File: config.mk
export PLATFORM = sky130hd
export DESIGN_NAME = soc_router
export DESIGN_NICKNAME = d
export VERILOG_FILES = /design/src/logic/soc_pkg.sv /design/src/logic/soc_router.sv
export VERILOG_INCLUDE_DIRS = /design/src /design/src/logic
export SDC_FILE = /design/constraint.sdc
export NUM_CORES = 1
export LEC_CHECK = 0
export BUFFER_PORTS_ARGS = -buffer_cell sky130_fd_sc_hd__buf_2
export CORE_AREA = 5 5 185 187
export DETAILED_ROUTE_END_ITERATION = 6
export DIE_AREA = 0 0 190 192
export SLEW_MARGIN = 10
export SYNTH_ARGS = -nofsm -noshare
export SYNTH_HDL_FRONTEND = slang
export SYNTH_SLANG_ARGS = --single-unit
File: constraint.sdc
create_clock -name clk_i -period 9.7 [get_ports clk_i]
set_input_delay 1.94 -clock clk_i [delete_from_list [all_inputs] [get_ports clk_i]]
set_output_delay 1.94 -clock clk_i [all_outputs]
set_load 0.005 [all_outputs]
File: src/logic/soc_params.svh
// Fixed memory map; SOC_L2_LEN must equal SOC_L2_WORDS data words, all regions are size-aligned
`ifndef SOC_PARAMS_SVH
`define SOC_PARAMS_SVH

// Bus widths
`define SOC_ADDR_W 32
`define SOC_DATA_W 64

// L2 depth in data words
`define SOC_L2_WORDS 1024

// Memory map
`define SOC_L2_BASE   32'h8000_0000
`define SOC_L2_LEN    32'h0000_2000
`define SOC_UART_BASE 32'hC000_0000
`define SOC_UART_LEN  32'h0000_1000
`define SOC_CTRL_BASE 32'hD000_0000
`define SOC_CTRL_LEN  32'h0000_1000

// Control page register offsets
`define SOC_REG_EXIT    12'h000
`define SOC_REG_CNT_EN  12'h008
`define SOC_REG_L2_BASE 12'h010
`define SOC_REG_L2_END  12'h018

`endif
File: src/logic/soc_pkg.sv
// Single-beat bus types; APB data is fixed at 32 bits, address views assume 8-byte words
`include "soc_params.svh"

package soc_pkg;

  typedef logic [`SOC_DATA_W-1:0]   soc_data_t;
  typedef logic [`SOC_DATA_W/8-1:0] soc_strb_t;

  // L2 view of an address
  typedef struct packed {
    logic [`SOC_ADDR_W-$clog2(`SOC_L2_LEN)-1:0]            region;
    logic [$clog2(`SOC_L2_WORDS)-1:0]                      word;
    logic [$clog2(`SOC_DATA_W/8)-1:0]                      offset;
  } soc_mem_addr_t;

  // Register page view of an address
  typedef struct packed {
    logic [`SOC_ADDR_W-$clog2(`SOC_CTRL_LEN)-1:0]          page;
    logic [$clog2(`SOC_CTRL_LEN)-$clog2(`SOC_DATA_W/8)-1:0] index;
    logic [$clog2(`SOC_DATA_W/8)-1:0]                      offset;
  } soc_reg_addr_t;

  typedef union packed {
    soc_mem_addr_t mem;
    soc_reg_addr_t regs;
  } soc_addr_u;

  typedef struct packed {
    logic      we;
    soc_addr_u addr;
    soc_data_t wdata;
    soc_strb_t strb;
  } soc_req_t;

  typedef struct packed {
    soc_data_t rdata;
    logic      err;
  } soc_rsp_t;

  typedef struct packed {
    logic      we;
    soc_addr_u addr;
    soc_data_t wdata;
    soc_strb_t strb;
  } soc_tgt_req_t;

  typedef struct packed {
    soc_data_t rdata;
    logic      err;
  } soc_tgt_rsp_t;

  typedef struct packed {
    logic                   psel;
    logic                   penable;
    logic                   pwrite;
    logic [`SOC_ADDR_W-1:0] paddr;
    logic [31:0]            pwdata;
  } apb_req_t;

  typedef struct packed {
    logic [31:0] prdata;
    logic        pready;
    logic        pslverr;
  } apb_rsp_t;

  typedef enum logic [1:0] {
    tgt_l2,
    tgt_uart,
    tgt_ctrl,
    tgt_none
  } soc_target_e;

  // Byte-wise merge under strobes
  function automatic soc_data_t merge_strb(soc_data_t old_d, soc_data_t new_d, soc_strb_t strb);
    soc_data_t res;
    res = old_d;
    for (int b = 0; b < `SOC_DATA_W/8; b++) begin
      if (strb[b]) res[8*b +: 8] = new_d[8*b +: 8];
    end
    return res;
  endfunction

endpackage

File: src/logic/soc_router.sv
// One request in flight; every target must take its issue pulse at once and answer with one done
`include "soc_params.svh"

module soc_router (
  input  logic                  clk_i,
  input  logic                  arst_n_i,
  input  logic                  req_valid_i,
  input  soc_pkg::soc_req_t     req_i,
  output logic                  req_ready_o,
  output logic                  rsp_valid_o,
  output soc_pkg::soc_rsp_t     rsp_o,
  input  logic                  rsp_ready_i,
  output soc_pkg::soc_tgt_req_t tgt_req_o,
  output logic                  l2_valid_o,
  output logic                  ctrl_valid_o,
  output logic                  uart_valid_o,
  input  logic                  l2_done_i,
  input  logic                  ctrl_done_i,
  input  logic                  uart_done_i,
  input  soc_pkg::soc_tgt_rsp_t l2_rsp_i,
  input  soc_pkg::soc_tgt_rsp_t ctrl_rsp_i,
  input  soc_pkg::soc_tgt_rsp_t uart_rsp_i
);

  typedef enum logic [1:0] {st_idle, st_issue, st_wait, st_resp} state_e;

  state_e                state_q;
  soc_pkg::soc_target_e  tgt_q;
  soc_pkg::soc_target_e  dec_tgt;
  soc_pkg::soc_tgt_req_t req_q;
  soc_pkg::soc_rsp_t     rsp_q;
  logic                  l2_valid_q, ctrl_valid_q, uart_valid_q;
  logic                  sel_done;
  soc_pkg::soc_tgt_rsp_t sel_rsp;

  function automatic logic in_region(logic [`SOC_ADDR_W-1:0] addr,
                                     logic [`SOC_ADDR_W-1:0] base,
                                     logic [`SOC_ADDR_W-1:0] len);
    return (addr >= base) && ((addr - base) < len);
  endfunction

  //////////////////////////////////////////////////////////////////////
  // Address decode

  always_comb begin
    dec_tgt = soc_pkg::tgt_none;
    if (req_i.addr.mem.offset == '0) begin
      if (in_region(req_i.addr, `SOC_L2_BASE, `SOC_L2_LEN))
        dec_tgt = soc_pkg::tgt_l2;
      else if (in_region(req_i.addr, `SOC_UART_BASE, `SOC_UART_LEN))
        dec_tgt = soc_pkg::tgt_uart;
      else if (in_region(req_i.addr, `SOC_CTRL_BASE, `SOC_CTRL_LEN))
        dec_tgt = soc_pkg::tgt_ctrl;
    end
  end

  // Unmapped requests finish on their own with an error
  always_comb begin
    case (tgt_q)
      soc_pkg::tgt_l2:   begin sel_done = l2_done_i;   sel_rsp = l2_rsp_i;   end
      soc_pkg::tgt_uart: begin sel_done = uart_done_i; sel_rsp = uart_rsp_i; end
      soc_pkg::tgt_ctrl: begin sel_done = ctrl_done_i; sel_rsp = ctrl_rsp_i; end
      default:           begin sel_done = 1'b1;        sel_rsp = '{rdata: '0, err: 1'b1}; end
    endcase
  end

  //////////////////////////////////////////////////////////////////////
  // Control FSM

  always_ff @(posedge clk_i or negedge arst_n_i) begin
    if (!arst_n_i) begin
      state_q      <= st_idle;
      tgt_q        <= soc_pkg::tgt_none;
      l2_valid_q   <= 1'b0;
      ctrl_valid_q <= 1'b0;
      uart_valid_q <= 1'b0;
    end else begin
      l2_valid_q   <= 1'b0;
      ctrl_valid_q <= 1'b0;
      uart_valid_q <= 1'b0;
      case (state_q)
        st_idle: if (req_valid_i) begin
          tgt_q   <= dec_tgt;
          state_q <= st_issue;
        end
        st_issue: begin
          l2_valid_q   <= (tgt_q == soc_pkg::tgt_l2);
          ctrl_valid_q <= (tgt_q == soc_pkg::tgt_ctrl);
          uart_valid_q <= (tgt_q == soc_pkg::tgt_uart);
          state_q      <= st_wait;
        end
        st_wait: if (sel_done) state_q <= st_resp;
        st_resp: if (rsp_ready_i) state_q <= st_idle;
        default: state_q <= st_idle;
      endcase
    end
  end

  always_ff @(posedge clk_i) begin
    if (state_q == st_idle && req_valid_i) begin
      req_q <= '{we: req_i.we, addr: req_i.addr, wdata: req_i.wdata, strb: req_i.strb};
    end
    if (state_q == st_wait && sel_done) begin
      rsp_q <= '{rdata: sel_rsp.rdata, err: sel_rsp.err};
    end
  end

  assign req_ready_o  = (state_q == st_idle);
  assign rsp_valid_o  = (state_q == st_resp);
  assign rsp_o        = rsp_q;
  assign tgt_req_o    = req_q;
  assign l2_valid_o   = l2_valid_q;
  assign ctrl_valid_o = ctrl_valid_q;
  assign uart_valid_o = uart_valid_q;

  // Held response must not change under back-pressure
  a_rsp_stable : assert property (@(posedge clk_i) disable iff (!arst_n_i)
    rsp_valid_o && !rsp_ready_i |=> rsp_valid_o && $stable(rsp_o));

endmodule

==> results.yml <==
outcome:
  outcome: "complete, no violations"
sta:
  fin_ws_ns: 6.36
  relSlewSlack_pct: 36.4
  worst_pin_slew_ns: 0.954
  period_share_pct: 34.5
  setup_violations: 0
  hold_violations: 0
  rsz0062_at_grt: "false"
  maxSlewViolCount: 0
  clock_skew_ns: 0.0121
  setup_tns_ns: 0
  fmax_mhz: 299
  period_minus_slack_ns: 3.34
floorplanning:
  rows: 66
  core_sq_um: 32300
  start_util_pct: 21.3
  die_x_um: 190
  die-area_sq_um: 36500
  die_h_um: 192
  top_level_ports: 482
yosys:
  synth_nets: 737
  synth_edf_count: 170
  synth_compound_area_share_pct: 5.73
  synth-main-ff-cell: "edfxtp_1"
  synth_mux_area_share_pct: 9.86
  synthXorXnorAreaFrac_pct: 0
  synthAdderAreaFrac_pct: 0.727
  synth-seq-cells: 177
  yosysWarnings: 0
  ys_top_cells_by_area: "edfxtp_1 74%, mux2i_1 9.3%, o21ai_0 4.7%, nand2_1 3.5%, dfrtp_1 1.8%"
  synth_top_area_share_pct: 74.2
  async_flop_share_pct: 3.95
  synth_top_family_by_area: "multiplexers"
  syn_area_per_cell_sq_um: 16.2
  synthSimpleGateAreaFrac_pct: 5.00
  synth_cells: 426
  synth.distinct_cells: 30
  yosysTopAreaCell: "edfxtp_1"
  ys_seq_area_share_pct: 76.8
  netlist_area_sq_um: 6880
clock_network:
  clkTransAtPathRegs_ns: 0.08
  htree_levels: 4
  cts_hold_buf: 0
  clkLatencyLatePin_ns: 0.42
  ctsLongestPathBuffers: 2
  cts_tree: "built"
  ctsResizeCount: 0
  cts_root_buf: "clkbuf_16"
  numClockSinks: 177
  cts_buffers: 17
  cts_setup_buffers: 0
global_route:
  grt_max_degree: 76
  grt_antenna_before_repair: 7
  grt_pass1_wl_um: 35000
  first_global_vias: 5669
  grt_use_total_pct: 13.0
  grt.overflow.total: 0
setup_path:
  crit_top_cell: "buf_4"
  slowest_stage: "dfstp_4"
  cp.required_ns: 9.74
  start_kind: "flop"
  slowest_delay_ns: 0.87
  cp_max_fo: 60
  cp_top_family: "buffers and inverters"
  endpoint_kind: "flop"
  worstPathArrival_ns: 3.38
  crit_chain: "buf_4 -> mux2_4 -> o22ai_2 -> nor2_4 -> buf_4"
  critPathBufInv: 2
  worst-setup-path-type: "flop to flop"
route:
  route.detailed.drc: 0
  routedWlPerCell_um: 18.5
  vias: 5487
  drt_first_pass_iters: 4
  first_iter_violations: 152
  totalWireLength_um: 25300
  via_per_inst: 4.02
  drt.antenna.violating_nets: 0
final_layout:
  layout-drive-gt1-share_pct: 57.0
  num-nets-final: 1220
  syn_to_final_growth_pct: 50.9
power:
  leakage_nw: 4.82
  finalPower_mw: 2.27
  pwr_density_cell_nw_per_um2: 218
  peakVddDrop_v: 0.000110
min_path:
  min_path_type: "flop to flop"
place:
  place_ws_ns: 5.97
  port_buffers: 481
  hpwl_um: 20400
  place.gp.congestion: 0.778
run:
  maxCapViolCount: 0
## layout make-up
type,instances,area [sq um]
Clock buffer,18,429
Multi-Input combinational cell,223,1480
Sequential cell,177,5290
Fill cell,3316,21900
Timing Repair Buffer,486,2440
Antenna cell,1,2.50
Clock inverter,14,165
Tap cell,442,553
Inverter,4,15.0
## placed cells by master, fill, tap and decap left out, types with 5 or more instances in the layout
cell,netlist,layout
buf_2,9,481
edfxtp_1,170,170
o21ai_0,65,65
mux2i_1,64,64
nand2_1,64,64
clkbuf_16,0,17
nor4_1,5,5
dfrtp_1,5,5
buf_4,4,5
## report_power, final
| part | switching (mW) | total (mW) | leakage (nW) | internal [mW] |
|---|---|---|---|---|
| Clock | 0.324 | 0.692 | 0.281 | 0.368 |
| Sequential | 0.0498 | 1.12 | 1.68 | 1.07 |
| Combinational | 0.274 | 0.459 | 2.85 | 0.185 |
## flip-flops by register name (all words and copies together), names as in the netlist
register and flops:
tgt_q 2, uart_valid_o 1, ctrl_valid_o 1, l2_valid_o 1, state_q 2, rsp_o 65
tgt_req_o 105
## per-layer routing
metal / part of all wire, % / vias up / track usage [%]
met5: 0.19 / - / 0
met4: 1.5 / 8 / 3.62
met3: 10 / 21 / 5.45
met2: 49 / 316 / 22.1
met1: 39 / 2561 / 15.0
li1: - / 2581 / -
## cell families (layout without fill, tap and decap cells)
group	Yosys count	count (layout)
AO/OA/AOI/OAI	72	72
adder cells (fa/ha/maj)	4	4
buffers and inverters	26	522
flip-flops	177	177
multiplexers	67	67
other	0	1
AND/OR/NAND/NOR	80	80
## path summary, 6_finish.rpt
check / start / to / slack (ns) / cells past startpoint
hold / removal: state_q[1] / state_q[1] / 0.56 / 1
setup reg to reg: tgt_q[0] / rsp_o[21] / 6.36 / 5
hold reg to reg: state_q[1] / state_q[1] / 0.56 / 1
setup / recovery: tgt_q[0] / rsp_o[21] / 6.36 / 5
min in group asynchronous: arst_n_i / state_q[0] / 1.34 / 1
max in group asynchronous: arst_n_i / tgt_q[1] / 8.11 / 1
## synth_stat cells, drive strengths merged (2+ instances only)
cell	n
nand2	64
nand3b	2
a2bb2oi	2
o21ai	65
nor4	5
nor2b	2
mux2i	64
mux2	3
dfrtp	5
inv	4
edfxtp	170
buf	14
clkbuf	8
dfstp	2
and2	2
ha	4
## metrics by stage
step | hold slack (ns) | instances | utilization (%) | instance area, sq um
CTS | 0.562 | 1364 | 32.1 | 10400
detailed placement | 0.546 | 1332 | 30.3 | 9780
global placement | 0.528 | 1332 | 30.3 | 9780
global route | 0.600 | 1364 | 32.1 | 10400
finish | 0.564 | 1365 | 32.1 | 10400
floorplan | 0.512 | 426 | - | 6880
## worst reg2reg max path, stage by stage (launching register included)
cell and delay, ns:
dfstp_4 0.87, buf_4 0.71, mux2_4 0.31, o22ai_2 0.11, nor2_4 0.23, buf_4 0.64
Note: power is estimated with default switching activity, not from simulation.
