==> src/logic/soc_params.svh <==
// Fixed memory map; SOC_L2_LEN must equal SOC_L2_WORDS data words, all regions are size-aligned
`ifndef SOC_PARAMS_SVH
`define SOC_PARAMS_SVH

// Bus widths
`define SOC_ADDR_W 32
`define SOC_DATA_W 64

// L2 depth in data words
`define SOC_L2_WORDS 1024

// Memory map
`define SOC_L2_BASE   32'h8000_0000
`define SOC_L2_LEN    32'h0000_2000
`define SOC_UART_BASE 32'hC000_0000
`define SOC_UART_LEN  32'h0000_1000
`define SOC_CTRL_BASE 32'hD000_0000
`define SOC_CTRL_LEN  32'h0000_1000

// Control page register offsets
`define SOC_REG_EXIT    12'h000
`define SOC_REG_CNT_EN  12'h008
`define SOC_REG_L2_BASE 12'h010
`define SOC_REG_L2_END  12'h018

`endif
==> src/logic/soc_pkg.sv <==
// Single-beat bus types; APB data is fixed at 32 bits, address views assume 8-byte words
`include "soc_params.svh"

package soc_pkg;

  typedef logic [`SOC_DATA_W-1:0]   soc_data_t;
  typedef logic [`SOC_DATA_W/8-1:0] soc_strb_t;

  // L2 view of an address
  typedef struct packed {
    logic [`SOC_ADDR_W-$clog2(`SOC_L2_LEN)-1:0]            region;
    logic [$clog2(`SOC_L2_WORDS)-1:0]                      word;
    logic [$clog2(`SOC_DATA_W/8)-1:0]                      offset;
  } soc_mem_addr_t;

  // Register page view of an address
  typedef struct packed {
    logic [`SOC_ADDR_W-$clog2(`SOC_CTRL_LEN)-1:0]          page;
    logic [$clog2(`SOC_CTRL_LEN)-$clog2(`SOC_DATA_W/8)-1:0] index;
    logic [$clog2(`SOC_DATA_W/8)-1:0]                      offset;
  } soc_reg_addr_t;

  typedef union packed {
    soc_mem_addr_t mem;
    soc_reg_addr_t regs;
  } soc_addr_u;

  typedef struct packed {
    logic      we;
    soc_addr_u addr;
    soc_data_t wdata;
    soc_strb_t strb;
  } soc_req_t;

  typedef struct packed {
    soc_data_t rdata;
    logic      err;
  } soc_rsp_t;

  typedef struct packed {
    logic      we;
    soc_addr_u addr;
    soc_data_t wdata;
    soc_strb_t strb;
  } soc_tgt_req_t;

  typedef struct packed {
    soc_data_t rdata;
    logic      err;
  } soc_tgt_rsp_t;

  typedef struct packed {
    logic                   psel;
    logic                   penable;
    logic                   pwrite;
    logic [`SOC_ADDR_W-1:0] paddr;
    logic [31:0]            pwdata;
  } apb_req_t;

  typedef struct packed {
    logic [31:0] prdata;
    logic        pready;
    logic        pslverr;
  } apb_rsp_t;

  typedef enum logic [1:0] {
    tgt_l2,
    tgt_uart,
    tgt_ctrl,
    tgt_none
  } soc_target_e;

  // Byte-wise merge under strobes
  function automatic soc_data_t merge_strb(soc_data_t old_d, soc_data_t new_d, soc_strb_t strb);
    soc_data_t res;
    res = old_d;
    for (int b = 0; b < `SOC_DATA_W/8; b++) begin
      if (strb[b]) res[8*b +: 8] = new_d[8*b +: 8];
    end
    return res;
  endfunction

endpackage

==> src/logic/soc_ctrl_regs.sv <==
// Exit and counter enable are RW with strobes; L2 base/end are RO, writes to them or unknown offsets err
`include "soc_params.svh"

module soc_ctrl_regs (
  input  logic                  clk_i,
  input  logic                  arst_n_i,
  input  logic                  valid_i,
  input  soc_pkg::soc_tgt_req_t req_i,
  output logic                  done_o,
  output soc_pkg::soc_tgt_rsp_t rsp_o,
  output soc_pkg::soc_data_t    exit_o,
  output soc_pkg::soc_data_t    hw_cnt_en_o
);

  localparam int unsigned idx_exit    = `SOC_REG_EXIT / (`SOC_DATA_W/8);
  localparam int unsigned idx_cnt_en  = `SOC_REG_CNT_EN / (`SOC_DATA_W/8);
  localparam int unsigned idx_l2_base = `SOC_REG_L2_BASE / (`SOC_DATA_W/8);
  localparam int unsigned idx_l2_end  = `SOC_REG_L2_END / (`SOC_DATA_W/8);

  localparam soc_pkg::soc_data_t l2_base = soc_pkg::soc_data_t'(`SOC_L2_BASE);
  localparam soc_pkg::soc_data_t l2_end  = soc_pkg::soc_data_t'(`SOC_L2_BASE + `SOC_L2_LEN);

  int unsigned           idx;
  soc_pkg::soc_data_t    rd_data;
  logic                  acc_err;
  soc_pkg::soc_data_t    exit_q;
  soc_pkg::soc_data_t    cnt_en_q;
  logic                  done_q;
  soc_pkg::soc_tgt_rsp_t rsp_q;

  assign idx = req_i.addr.regs.index;

  //////////////////////////////////////////////////////////////////////
  // Register decode

  always_comb begin
    rd_data = '0;
    acc_err = 1'b0;
    case (idx)
      idx_exit:   rd_data = exit_q;
      idx_cnt_en: rd_data = cnt_en_q;
      idx_l2_base: begin
        rd_data = l2_base;
        acc_err = req_i.we;
      end
      idx_l2_end: begin
        rd_data = l2_end;
        acc_err = req_i.we;
      end
      default: acc_err = 1'b1;
    endcase
  end

  always_ff @(posedge clk_i or negedge arst_n_i) begin
    if (!arst_n_i) begin
      exit_q   <= '0;
      cnt_en_q <= '0;
      done_q   <= 1'b0;
    end else begin
      done_q <= valid_i;
      if (valid_i && req_i.we && !acc_err) begin
        if (idx == idx_exit) begin
          exit_q <= soc_pkg::merge_strb(exit_q, req_i.wdata, req_i.strb);
        end
        if (idx == idx_cnt_en) begin
          cnt_en_q <= soc_pkg::merge_strb(cnt_en_q, req_i.wdata, req_i.strb);
        end
      end
    end
  end

  // Writes answer with zero data
  always_ff @(posedge clk_i) begin
    if (valid_i) begin
      rsp_q.rdata <= req_i.we ? '0 : rd_data;
      rsp_q.err   <= acc_err;
    end
  end

  assign done_o      = done_q;
  assign rsp_o       = rsp_q;
  assign exit_o      = exit_q;
  assign hw_cnt_en_o = cnt_en_q;

endmodule

==> config.mk <==
export PLATFORM = sky130hd
export DESIGN_NAME = soc_ctrl_regs
export DESIGN_NICKNAME = d
export VERILOG_FILES = /design/src/logic/soc_pkg.sv /design/src/logic/soc_ctrl_regs.sv
export VERILOG_INCLUDE_DIRS = /design/src /design/src/logic
export SDC_FILE = /design/constraint.sdc
export NUM_CORES = 1
export LEC_CHECK = 0
export BUFFER_PORTS_ARGS = -buffer_cell sky130_fd_sc_hd__buf_2
export CELL_PAD_IN_SITES_DETAIL_PLACEMENT = 0
export CELL_PAD_IN_SITES_GLOBAL_PLACEMENT = 1
export CORE_MARGIN = 1.5
export CORE_UTILIZATION = 39
export CTS_CLUSTER_SIZE = 30
export DETAILED_ROUTE_END_ITERATION = 8
export GPL_TIMING_DRIVEN = 0
export HOLD_SLACK_MARGIN = 0.03
export PLACE_DENSITY_LB_ADDON = 0.3
export SYNTH_ARGS = -nofsm -noshare
export SYNTH_HDL_FRONTEND = slang
export SYNTH_SLANG_ARGS = --single-unit
==> constraint.sdc <==
create_clock -name clk_i -period 1.25 [get_ports clk_i]
set_clock_uncertainty 0.05 [all_clocks]
set_input_delay 0.125 -clock clk_i [delete_from_list [all_inputs] [get_ports clk_i]]
set_output_delay 0.125 -clock clk_i [all_outputs]
set_load 0.005 [all_outputs]
==> results.sh, run 1 <==
export IMPL_status="finished with violations"
export IMPL_violations="negative setup slack"
export IMPL_syn_to_final_growth_pct=46.8
export IMPL_cts_root_buf="clkbuf_16"
export IMPL_viasPerCell=4.92
export IMPL_fin_crit_sh_pct=112
export IMPL_grt_util_all_layers_pct=20.5
export IMPL_synth_top_area_share_pct=40.7
export IMPL_drive_gt1_share_pct=54.8
export IMPL_die_area_sq_um=21200
export IMPL_async_flop_share_pct=66.5
export IMPL_synth_ff_type="dfrtp_1"
export IMPL_hpwlAfterDp_um=14600
export IMPL_synth_most_common_cell="dfrtp_1"
export IMPL_swShare_pct=23.4
export IMPL_ys_warn_count=0
export IMPL_grt_max_degree=69
export IMPL_maxSlewViolCount=0
export IMPL_dr_first_iter_drc_count=220
export IMPL_critPathKind="in2reg"
export IMPL_clkTransAtPathRegs_ns=0.08
export IMPL_power_density_nw_per_um2=1120
export IMPL_crit_required_ns=1.51
export IMPL_fin_crit_ns=1.40
export IMPL_cellLeakagePower_nw=5.80
export IMPL_p_switching_mw=3.05
export IMPL_antenna_found_initial=2
export IMPL_synth_edf_count=65
export IMPL_numCtsBuffers=17
export IMPL_grt_pass1_vias=6049
export IMPL_worstSetupEndpointType="flip-flop"
export IMPL_htreeDepth=4
export IMPL_synth_compound_area_share_pct=0.331
export IMPL_io_pins=302
export IMPL_cts_tree="done"
export IMPL_start_util_pct=40.2
export IMPL_core_sq_um=19700
export IMPL_synthCells=514
export IMPL_ir_drop_uv=877
export IMPL_synth_fp_nets=622
export IMPL_max_freq_mhz=712
export IMPL_clock_path_buffers=2
export IMPL_final_util_pct=59.0
export IMPL_synth_seq_cells=194
export IMPL_synth_area_mux_share_pct=26.0
export IMPL_fp_row_count=51
export IMPL_max_cap_viol_count=0
export IMPL_drc=0
export IMPL_grt_pass1_wl_um=33600
export IMPL_slew_headroom_pct=58.4
export IMPL_synth_top_family_by_area="multiplexers"
export IMPL_num_vias=5678
export IMPL_comb_power_share_pct=7.0
export IMPL_finalSetupViolCount=128
export IMPL_die_h_um=146
export IMPL_netlist_top_cells_area="dfrtp_1, edfxtp_1, mux2_2, mux2i_1, nor2_1"
export IMPL_avgSynthCellArea_sq_um=15.4
export IMPL_tightest_slew_ns=0.624
export IMPL_wl_per_cell_um=19.2
export IMPL_power_clock_fraction_pct=41.5
export IMPL_report_final_hold_viol_count=0
export IMPL_clk_latency_ns=0.43
export IMPL_die_w_um=146
export IMPL_rsz0062_at_grt="true"
export IMPL_totalWireLength_um=22100
export IMPL_crit_path_max_fanout=8
export IMPL_grt_overflow=0
export IMPL_nets=982
export IMPL_hold_buffers=70
export IMPL_synth_distinct_cells=22
export IMPL_first_pass_iters=5
export IMPL_io_buffers=277
export IMPL_power_internal_mw=9.97
export IMPL_cp_arrival_ns=1.67
export IMPL_startpoint_type="input pin"
export IMPL_detail_route_antenna_nets=0
export IMPL_yosysSeqAreaShare_pct=65.3
export IMPL_power_frac_seq_pct=51.6
export IMPL_synth_simple_area_share_pct=5.51
export IMPL_yosys_area_top_type="dfrtp_1"
export IMPL_hold_path_class="in2reg"
export IMPL_layout_setup_ws_ns=-0.154
export IMPL_place_congestion=0.776
export IMPL_yosys_area_share_xor_xnor_pct=0
export IMPL_yosys_top_cells_count="dfrtp_1, mux2_2, nor2_1, edfxtp_1, mux2i_1"
export IMPL_synth_fa_ha_area_share_pct=0
export IMPL_cts_num_sinks=194
export IMPL_synth_cell_area_sq_um=7930
export IMPL_hold_slack_ns=0.00565
cells in the final DEF, fill, tap and decap left out, types with 2 or more instances in the layout:
master,count
nand2_1,3
clkinv_4,4
buf_16,3
buf_6,8
clkinv_2,2
buf_4,10
dfrtp_1,129
clkbuf_16,17
bufbuf_16,2
nor2_1,65
edfxtp_1,65
buf_12,2
diode_2,2
mux2_2,13
inv_8,4
and3_4,17
dlygate4sd3_1,70
clkinvlp_4,3
mux2_4,115
clkbuf_8,2
buf_2,274
mux2i_1,62
per-layer routing:
metal / vias up / share of wire (%) / GRT usage, %
met3: 29 / 4.9 / 4.29
met4: 0 / 2.0 / 8.21
met5: - / 0 / 0
met1: 2890 / 42 / 25.0
met2: 200 / 51 / 35.4
li1: 2559 / - / -
critical path, stage by stage:
cell and delay [ns]:
buf_8 0.10, or3_4 0.39, nor4b_4 0.23, buf_6 0.17, and3_4 0.30, mux2_2 0.35
flip-flops by register name (all words and copies together) (netlist names):
name,cells
hw_cnt_en_o,64
rsp_o,65
done_o,1
exit_o,64
cell families after synthesis:
| family | Yosys count |
|---|---|
| AO/OA/AOI/OAI | 4 |
| buffers and inverters | 32 |
| flip-flops | 194 |
| multiplexers | 190 |
| AND/OR/NAND/NOR | 94 |
cell type report:
cell class                 instances  area (sq um)
fill                            1583          8080
sequential                       194          5180
multi-input combinational        288          3070
timing repair buffer             357          2310
clock buffer                      17           425
tap                              265           332
buffer                            16           159
clock inverter                    15           151
antenna                            2          5.00
stage by stage:
step | total power, mW | cells | setup slack [ns] | setup TNS (ns) | area [sq um]
after floorplan | 7.01 | 514 | -0.374 | -45.07 | 8050
after global placement | 7.46 | 1056 | -2.10 | -526.88 | 9760
after detailed placement | 7.50 | 1058 | -1.37 | -170.10 | 9830
after CTS | 13.1 | 1160 | -0.192 | -17.61 | 11500
after global routing | 13.5 | 1154 | -0.182 | -17.91 | 11600
final | 13.0 | 1154 | -0.154 | -14.62 | 11600
final timing paths:
| kind | startpoint | to | slack (ns) | depth (start not counted) |
|---|---|---|---|---|
| setup / recovery | req_i[79] | exit_o[28] | -0.15 | 6 |
| hold / removal | valid_i | rsp_o[30] | 0.006 | 1 |
| setup reg to reg | exit_o[31] | rsp_o[32] | 0.15 | 3 |
| hold reg to reg | exit_o[17] | exit_o[17] | 0.48 | 1 |
| max in group asynchronous | arst_n_i | exit_o[51] | 0.18 | 3 |
| min in group asynchronous | arst_n_i | exit_o[17] | 0.19 | 2 |
power by group through the flow:
stage	sequential [mW]	combinational, mW	clock [mW]
finish	6.71	0.908	5.40
global route	6.72	0.979	5.77
CTS	6.71	0.898	5.52
detailed placement	6.84	0.655	0
global placement	6.84	0.614	0
floorplan	6.86	0.155	0
what timing repair did:
action,4_1_cts,5_1_grt
resized for setup,86,71
gates cloned,2,0
endpoints found under the hold margin,217,26
endpoints found under the setup margin,128,130
pin swaps,12,12
buffers inserted,6,0
Note: power is estimated with default switching activity, not from simulation.
==> inputs of run 2 (changes only) <==
--- a/config.mk
+++ b/config.mk
@@ -16,6 +16,8 @@
 export GPL_TIMING_DRIVEN = 0
 export HOLD_SLACK_MARGIN = 0.03
 export PLACE_DENSITY_LB_ADDON = 0.3
+export RECOVER_POWER = 50
+export SLEW_MARGIN = 20
 export SYNTH_ARGS = -nofsm -noshare
 export SYNTH_HDL_FRONTEND = slang
 export SYNTH_SLANG_ARGS = --single-unit
==> constraint.sdc (replaced) <==
create_clock -name clk_i -period 1.3 [get_ports clk_i]
set_clock_uncertainty 0.05 [all_clocks]
set_input_delay 0.13 -clock clk_i [delete_from_list [all_inputs] [get_ports clk_i]]
set_output_delay 0.13 -clock clk_i [all_outputs]
set_load 0.005 [all_outputs]
==> run 2 against run 1 <==
Effect of this change: the run still ends with negative setup slack left; core utilization shrank 0.63 points; final cell count rose by 0.43%; sequential cell count unchanged; power decreased by 2.9%; worst setup slack better by 0.018 ns; clock power decreased by 0.9%; via count decreased by 0.49%; critical path depth stayed put; sequential power is 3.7% lower; non-clock buffer count increased by 3; critical path type unchanged; critical endpoint is now exit_o[17].
==> results.sh, run 2 (synthesis gave the netlist of run 1 again) <==
export IMPL_layout_setup_ws_ns=-0.136
export IMPL_hp_start="req_i[76]"
export IMPL_post_place_ws_ns=-1.48
export IMPL_violations="negative setup slack"
export IMPL_fin_tns_setup_ns=-10.85
export IMPL_cp_arrival_ns=1.69
export IMPL_critPathBufInv=2
export IMPL_place_congestion=0.756
export IMPL_slowest_stage="or3_4"
export IMPL_grt_pass1_wl_um=34400
export IMPL_maxSlewViolCount=0
export IMPL_fin_crit_ns=1.44
export IMPL_first_pass_iters=4
export IMPL_ir_drop_uv=819
export IMPL_num_vias=5650
export IMPL_hpwlAfterDp_um=14900
export IMPL_clock_path_buffers=2
export IMPL_die_area_sq_um=21200
export IMPL_power_frac_seq_pct=51.1
export IMPL_critPathKind="in2reg"
export IMPL_nets=985
export IMPL_drive_gt1_share_pct=52.0
export IMPL_power_density_nw_per_um2=1100
export IMPL_grt_util_all_layers_pct=21.1
export IMPL_clk_latency_ns=0.42
export IMPL_crit_start="req_i[79]"
export IMPL_cellLeakagePower_nw=5.71
export IMPL_hold_slack_ns=0.0732
export IMPL_final_cell_mix="buf_2, dfrtp_1, mux2_4, dlygate4sd3_1, nor2_1"
export IMPL_crit_family="simple AND/OR/NAND/NOR gates"
export IMPL_finalSetupViolCount=142
export IMPL_grt_max_degree=75
export IMPL_crit_required_ns=1.56
export IMPL_io_pins=302
export IMPL_drc=0
export IMPL_swShare_pct=21.3
export IMPL_cts_root_buf="clkbuf_16"
export IMPL_crit_chain="buf_8, or3_4, nor4b_4, buf_4, and3_4, mux2_2"
export IMPL_die_w_um=146
export IMPL_layout_commonest_cell="buf_2"
export IMPL_syn_to_final_growth_pct=45.2
export IMPL_comb_power_share_pct=6.6
export IMPL_critPathMaxStageDelay_ns=0.39
export IMPL_crit_path_max_fanout=8
export IMPL_slew_headroom_pct=21.8
export IMPL_cts_tree="done"
export IMPL_start_util_pct=40.2
export IMPL_hold_path_class="in2reg"
export IMPL_startpoint_type="input pin"
export IMPL_tightest_slew_ns=1.17
export IMPL_largest_reg_flops=65
export IMPL_rsz0062_at_grt="true"
export IMPL_detail_route_antenna_nets=0
export IMPL_report_final_hold_viol_count=0
export IMPL_wl_per_cell_um=19.5
export IMPL_max_cap_viol_count=0
export IMPL_numCtsBuffers=17
export IMPL_viasPerCell=4.87
export IMPL_p_switching_mw=2.70
export IMPL_power_internal_mw=9.95
export IMPL_core_sq_um=19700
export IMPL_die_h_um=146
export IMPL_max_freq_mhz=697
export IMPL_fin_crit_sh_pct=110
export IMPL_totalWireLength_um=22600
export IMPL_grt_pass1_vias=5993
export IMPL_power_clock_fraction_pct=42.3
export IMPL_grt_overflow=0
export IMPL_status="finished with violations"
export IMPL_clkTransAtPathRegs_ns=0.07
export IMPL_worstSetupEndpointType="flip-flop"
export IMPL_cts_num_sinks=194
export IMPL_antenna_found_initial=8
export IMPL_htreeDepth=4
export IMPL_r2r_start="exit_o[31]"
export IMPL_dr_first_iter_drc_count=161
export IMPL_fp_row_count=51
export IMPL_io_buffers=277
-- run 2: changes by cell type in the layout (fill, tap and decap cells not counted), sizes merged, moves of 2 or more --
cell / delta
buf: -18
clkinv: -3
diode: +3
clkinvlp: -3
clkbuf: +26
bufinv: +2
bufbuf: -2
-- run 2: tightest hold or removal path, delay by kind of cell --
kind / cells / cell delay [ns]
AND/OR/NAND/NOR: 1 / 0.08
AO/OA/AOI/OAI: 1 / 0.06
buffers and inverters: 1 / 0.14
-- run 2: per-stage QoR --
step                area, sq um  std cells  util, %  power (mW)
finish                    11500       1159     58.4        12.6
global route              11500       1159     58.4        13.1
CTS                       11400       1161     57.9        12.8
detailed placement         9800       1058     49.7        7.21
global placement           9730       1056     49.3        7.17
floorplan                  8010        514        -        6.74
-- run 2: layout make-up --
cell class	count	area [sq um]
antenna	5	12.5
buffer	17	140
clock buffer	21	450
clock inverter	10	150
fill	1613	8210
multi-input combinational	288	3050
sequential	194	5180
tap	265	332
timing repair buffer	359	2200
-- run 2: layer usage --
layer | vias up | track usage, % | routed length (um)
li1 | 2566 | - | -
met1 | 2871 | 25.9 | 9660
met2 | 183 | 36.0 | 11300
met3 | 26 | 6.14 | 1270
met4 | 4 | 6.53 | 362
met5 | - | 0 | 27
-- run 2: power groups by stage --
| stage | combinational, mW | sequential (mW) | clock (mW) |
|---|---|---|---|
| global route | 0.897 | 6.47 | 5.76 |
| global placement | 0.588 | 6.58 | 0 |
| detailed placement | 0.629 | 6.58 | 0 |
| finish | 0.830 | 6.46 | 5.35 |
| CTS | 0.868 | 6.46 | 5.50 |
| floorplan | 0.145 | 6.59 | 0 |
-- run 2: what timing repair did --
action	in CTS	in global routing
pin swaps	10	16
endpoints found under the hold margin	205	14
cloned	2	0
gates resized for setup	74	74
hold buffers	70	1
buffers inserted	8	0
setup endpoints to repair	128	186
-- run 2: final timing paths --
check / end / slack [ns] / cells after the start
worst min register to register: exit_o[21] / 0.47 / 1
max in group asynchronous: exit_o[44] / 0.12 / 3
worst max-delay path: exit_o[17] / -0.14 / 6
min in group asynchronous: exit_o[10] / 0.16 / 2
worst max register to register: rsp_o[32] / 0.18 / 3
worst min-delay path: rsp_o[32] / 0.07 / 3
==> inputs of run 3 (changes only) <==
--- a/config.mk
+++ b/config.mk
@@ -10,7 +10,8 @@
 export CELL_PAD_IN_SITES_DETAIL_PLACEMENT = 0
 export CELL_PAD_IN_SITES_GLOBAL_PLACEMENT = 1
 export CORE_MARGIN = 1.5
-export CORE_UTILIZATION = 39
+export CORE_UTILIZATION = 40
+export CTS_BUF_LIST = sky130_fd_sc_hd__clkbuf_4
 export CTS_CLUSTER_SIZE = 30
 export DETAILED_ROUTE_END_ITERATION = 8
 export GPL_TIMING_DRIVEN = 0
==> run 3 against run 2 <==
Effect of this change: the run ends with negative hold slack, negative setup slack left; combinational power rose by 4.8%; first-iteration DRC count rose by 7.5%; critical endpoint is now exit_o[54]; largest power group unchanged; worst hold slack got worse by 0.20 ns; worst setup slack improved by 0.095 ns; maximum frequency rose by 7.1%; clock-buffer cell count fell by 2.
==> results.sh, run 3 (synthesis gave the netlist of run 1 again) <==
export IMPL_worstSetupEndpointType="output port"
export IMPL_crit_family="flip-flops"
export IMPL_io_pins=302
export IMPL_comb_power_share_pct=8.4
export IMPL_dr_first_iter_drc_count=173
export IMPL_cts_tree="done"
export IMPL_ir_drop_uv=505
export IMPL_final_cell_mix="buf_2, buf_4, dfrtp_1, mux2_2, dlygate4sd3_1"
export IMPL_power_internal_mw=7.86
export IMPL_stdcell_count=1305
export IMPL_fp_row_count=51
export IMPL_clock_path_buffers=2
export IMPL_hpwlAfterDp_um=14700
export IMPL_layout_commonest_cell="buf_2"
export IMPL_numCtsBuffers=17
export IMPL_critPathMaxStageDelay_ns=0.42
export IMPL_busiest_layer="met2"
export IMPL_hold_slack_ns=-0.128
export IMPL_largest_reg_flops=65
export IMPL_viasPerCell=4.71
export IMPL_max_freq_mhz=746
export IMPL_wl_per_cell_um=17.6
export IMPL_first_pass_iters=4
export IMPL_dpl_cell_area_sq_um=9790
export IMPL_hold_path_class="in2reg"
export IMPL_totalWireLength_um=23000
export IMPL_syn_to_final_growth_pct=50.2
export IMPL_status="finished with violations"
export IMPL_placedCellCount=1058
export IMPL_rsz0062_at_grt="true"
export IMPL_tightest_slew_ns=0.836
export IMPL_grt_pass1_wl_um=34300
export IMPL_max_cap_viol_count=0
export IMPL_maxSlewViolCount=0
export IMPL_fin_crit_ns=1.34
export IMPL_grt_pass1_vias=6580
export IMPL_start_util_pct=40.7
export IMPL_swShare_pct=24.5
export IMPL_drive_gt1_share_pct=59.3
export IMPL_nets=1133
export IMPL_detail_route_antenna_nets=0
export IMPL_drc=0
export IMPL_io_buffers=277
export IMPL_cts_root_buf="clkbuf_4"
export IMPL_grt_max_degree=74
export IMPL_num_vias=6153
export IMPL_grt_overflow=0
export IMPL_die_h_um=144
export IMPL_report_final_hold_viol_count=31
export IMPL_crit_chain="buf_2"
export IMPL_slowest_stage="dfrtp_1"
export IMPL_grtUsageMet3_pct=6.60
export IMPL_power_clock_fraction_pct=29.7
export IMPL_die_w_um=144
export IMPL_clk_latency_ns=0.59
export IMPL_p_switching_mw=2.55
export IMPL_fin_area_sq_um=11900
export IMPL_violations="negative hold slack, negative setup slack"
export IMPL_cts_num_sinks=194
export IMPL_fill_cells=1581
export IMPL_slew_headroom_pct=44.3
export IMPL_die_area_sq_um=20700
export IMPL_grt_use_met1_pct=25.5
export IMPL_grtUsageMet2_pct=38.7
export IMPL_startpoint_type="flip-flop"
export IMPL_finalSetupViolCount=81
export IMPL_layout_setup_ws_ns=-0.0412
export IMPL_seq_area_sq_um=5180
export IMPL_cp_arrival_ns=1.16
export IMPL_antenna_found_initial=2
export IMPL_power_density_nw_per_um2=874
export IMPL_fin_crit_sh_pct=103
export IMPL_multi_input_area_sq_um=2650
export IMPL_cellLeakagePower_nw=6.34
export IMPL_critPathKind="reg2out"
export IMPL_core_sq_um=19500
export IMPL_crit_required_ns=1.12
export IMPL_place_congestion=0.733
export IMPL_clkTransAtPathRegs_ns=0.17
export IMPL_grt_util_all_layers_pct=22.1
export IMPL_crit_path_max_fanout=3
export IMPL_critPathBufInv=1
export IMPL_htreeDepth=4
export IMPL_hold_buffers=78
export IMPL_power_frac_seq_pct=62.0
## run 3: cell types whose count changed in the layout (fill, tap and decap cells not counted), moves of 8 or more
cell           before  now
mux2_4            110   17
buf_2             260  279
and3_4             17    7
clkbuf_16          17    0
buf_4              11  155
clkbuf_1           23    1
clkbuf_4            0   21
and3_1              0   10
dlygate4sd3_1      70   78
mux2_2             18  111
## run 3: what timing repair did
| action | in CTS | in global routing |
|---|---|---|
| buffers inserted | 100 | 41 |
| pin swaps | 4 | 1 |
| setup endpoints to repair | 322 | 244 |
| hold endpoints to repair | 292 | 67 |
| resized for setup | 27 | 1 |
## run 3: worst paths after layout
kind / end / cells past startpoint / start / slack [ns]
min in group asynchronous: exit_o[5] / 2 / arst_n_i / 0.12
min reg2reg: hw_cnt_en_o[13] / 1 / hw_cnt_en_o[13] / 0.50
min: rsp_o[47] / 1 / valid_i / -0.13
max in group asynchronous: exit_o[38] / 3 / arst_n_i / 0.20
max reg2reg: rsp_o[32] / 4 / exit_o[31] / 0.06
max: exit_o[54] / 1 / exit_o[54] / -0.04
## run 3: stage by stage
step                setup TNS, ns  worst slack [ns]  total power, mW  utilization, %
floorplan                  -38.57            -0.329             6.74               -
global placement          -510.58             -2.10             7.16            50.0
detailed placement        -155.92             -1.22             7.20            50.3
CTS                         -8.53           -0.0898             10.5            59.6
global route               -14.57            -0.114             10.8            61.2
finish                      -1.01           -0.0412             10.4            61.2
## run 3: layer usage
layer	share of wire, %	vias to the layer above
li1	-	2866
met5	0	-
met2	51	205
met4	2.5	0
met3	6.4	38
met1	40	3044
## run 3: cell type report
class,count,area share [%]
timing repair buffer,498,27.6
tap,265,2.78
clock buffer,19,1.20
sequential,194,43.5
clock inverter,13,0.914
antenna,2,0.0420
buffer,26,1.65
multi-input combinational,288,22.3
## run 3: power by group through the flow
| stage | sequential (mW) | clock [mW] | combinational [mW] |
|---|---|---|---|
| global placement | 6.58 | 0 | 0.585 |
| finish | 6.45 | 3.09 | 0.870 |
| CTS | 6.45 | 3.19 | 0.866 |
| floorplan | 6.59 | 0 | 0.145 |
| global route | 6.46 | 3.42 | 0.947 |
| detailed placement | 6.58 | 0 | 0.624 |
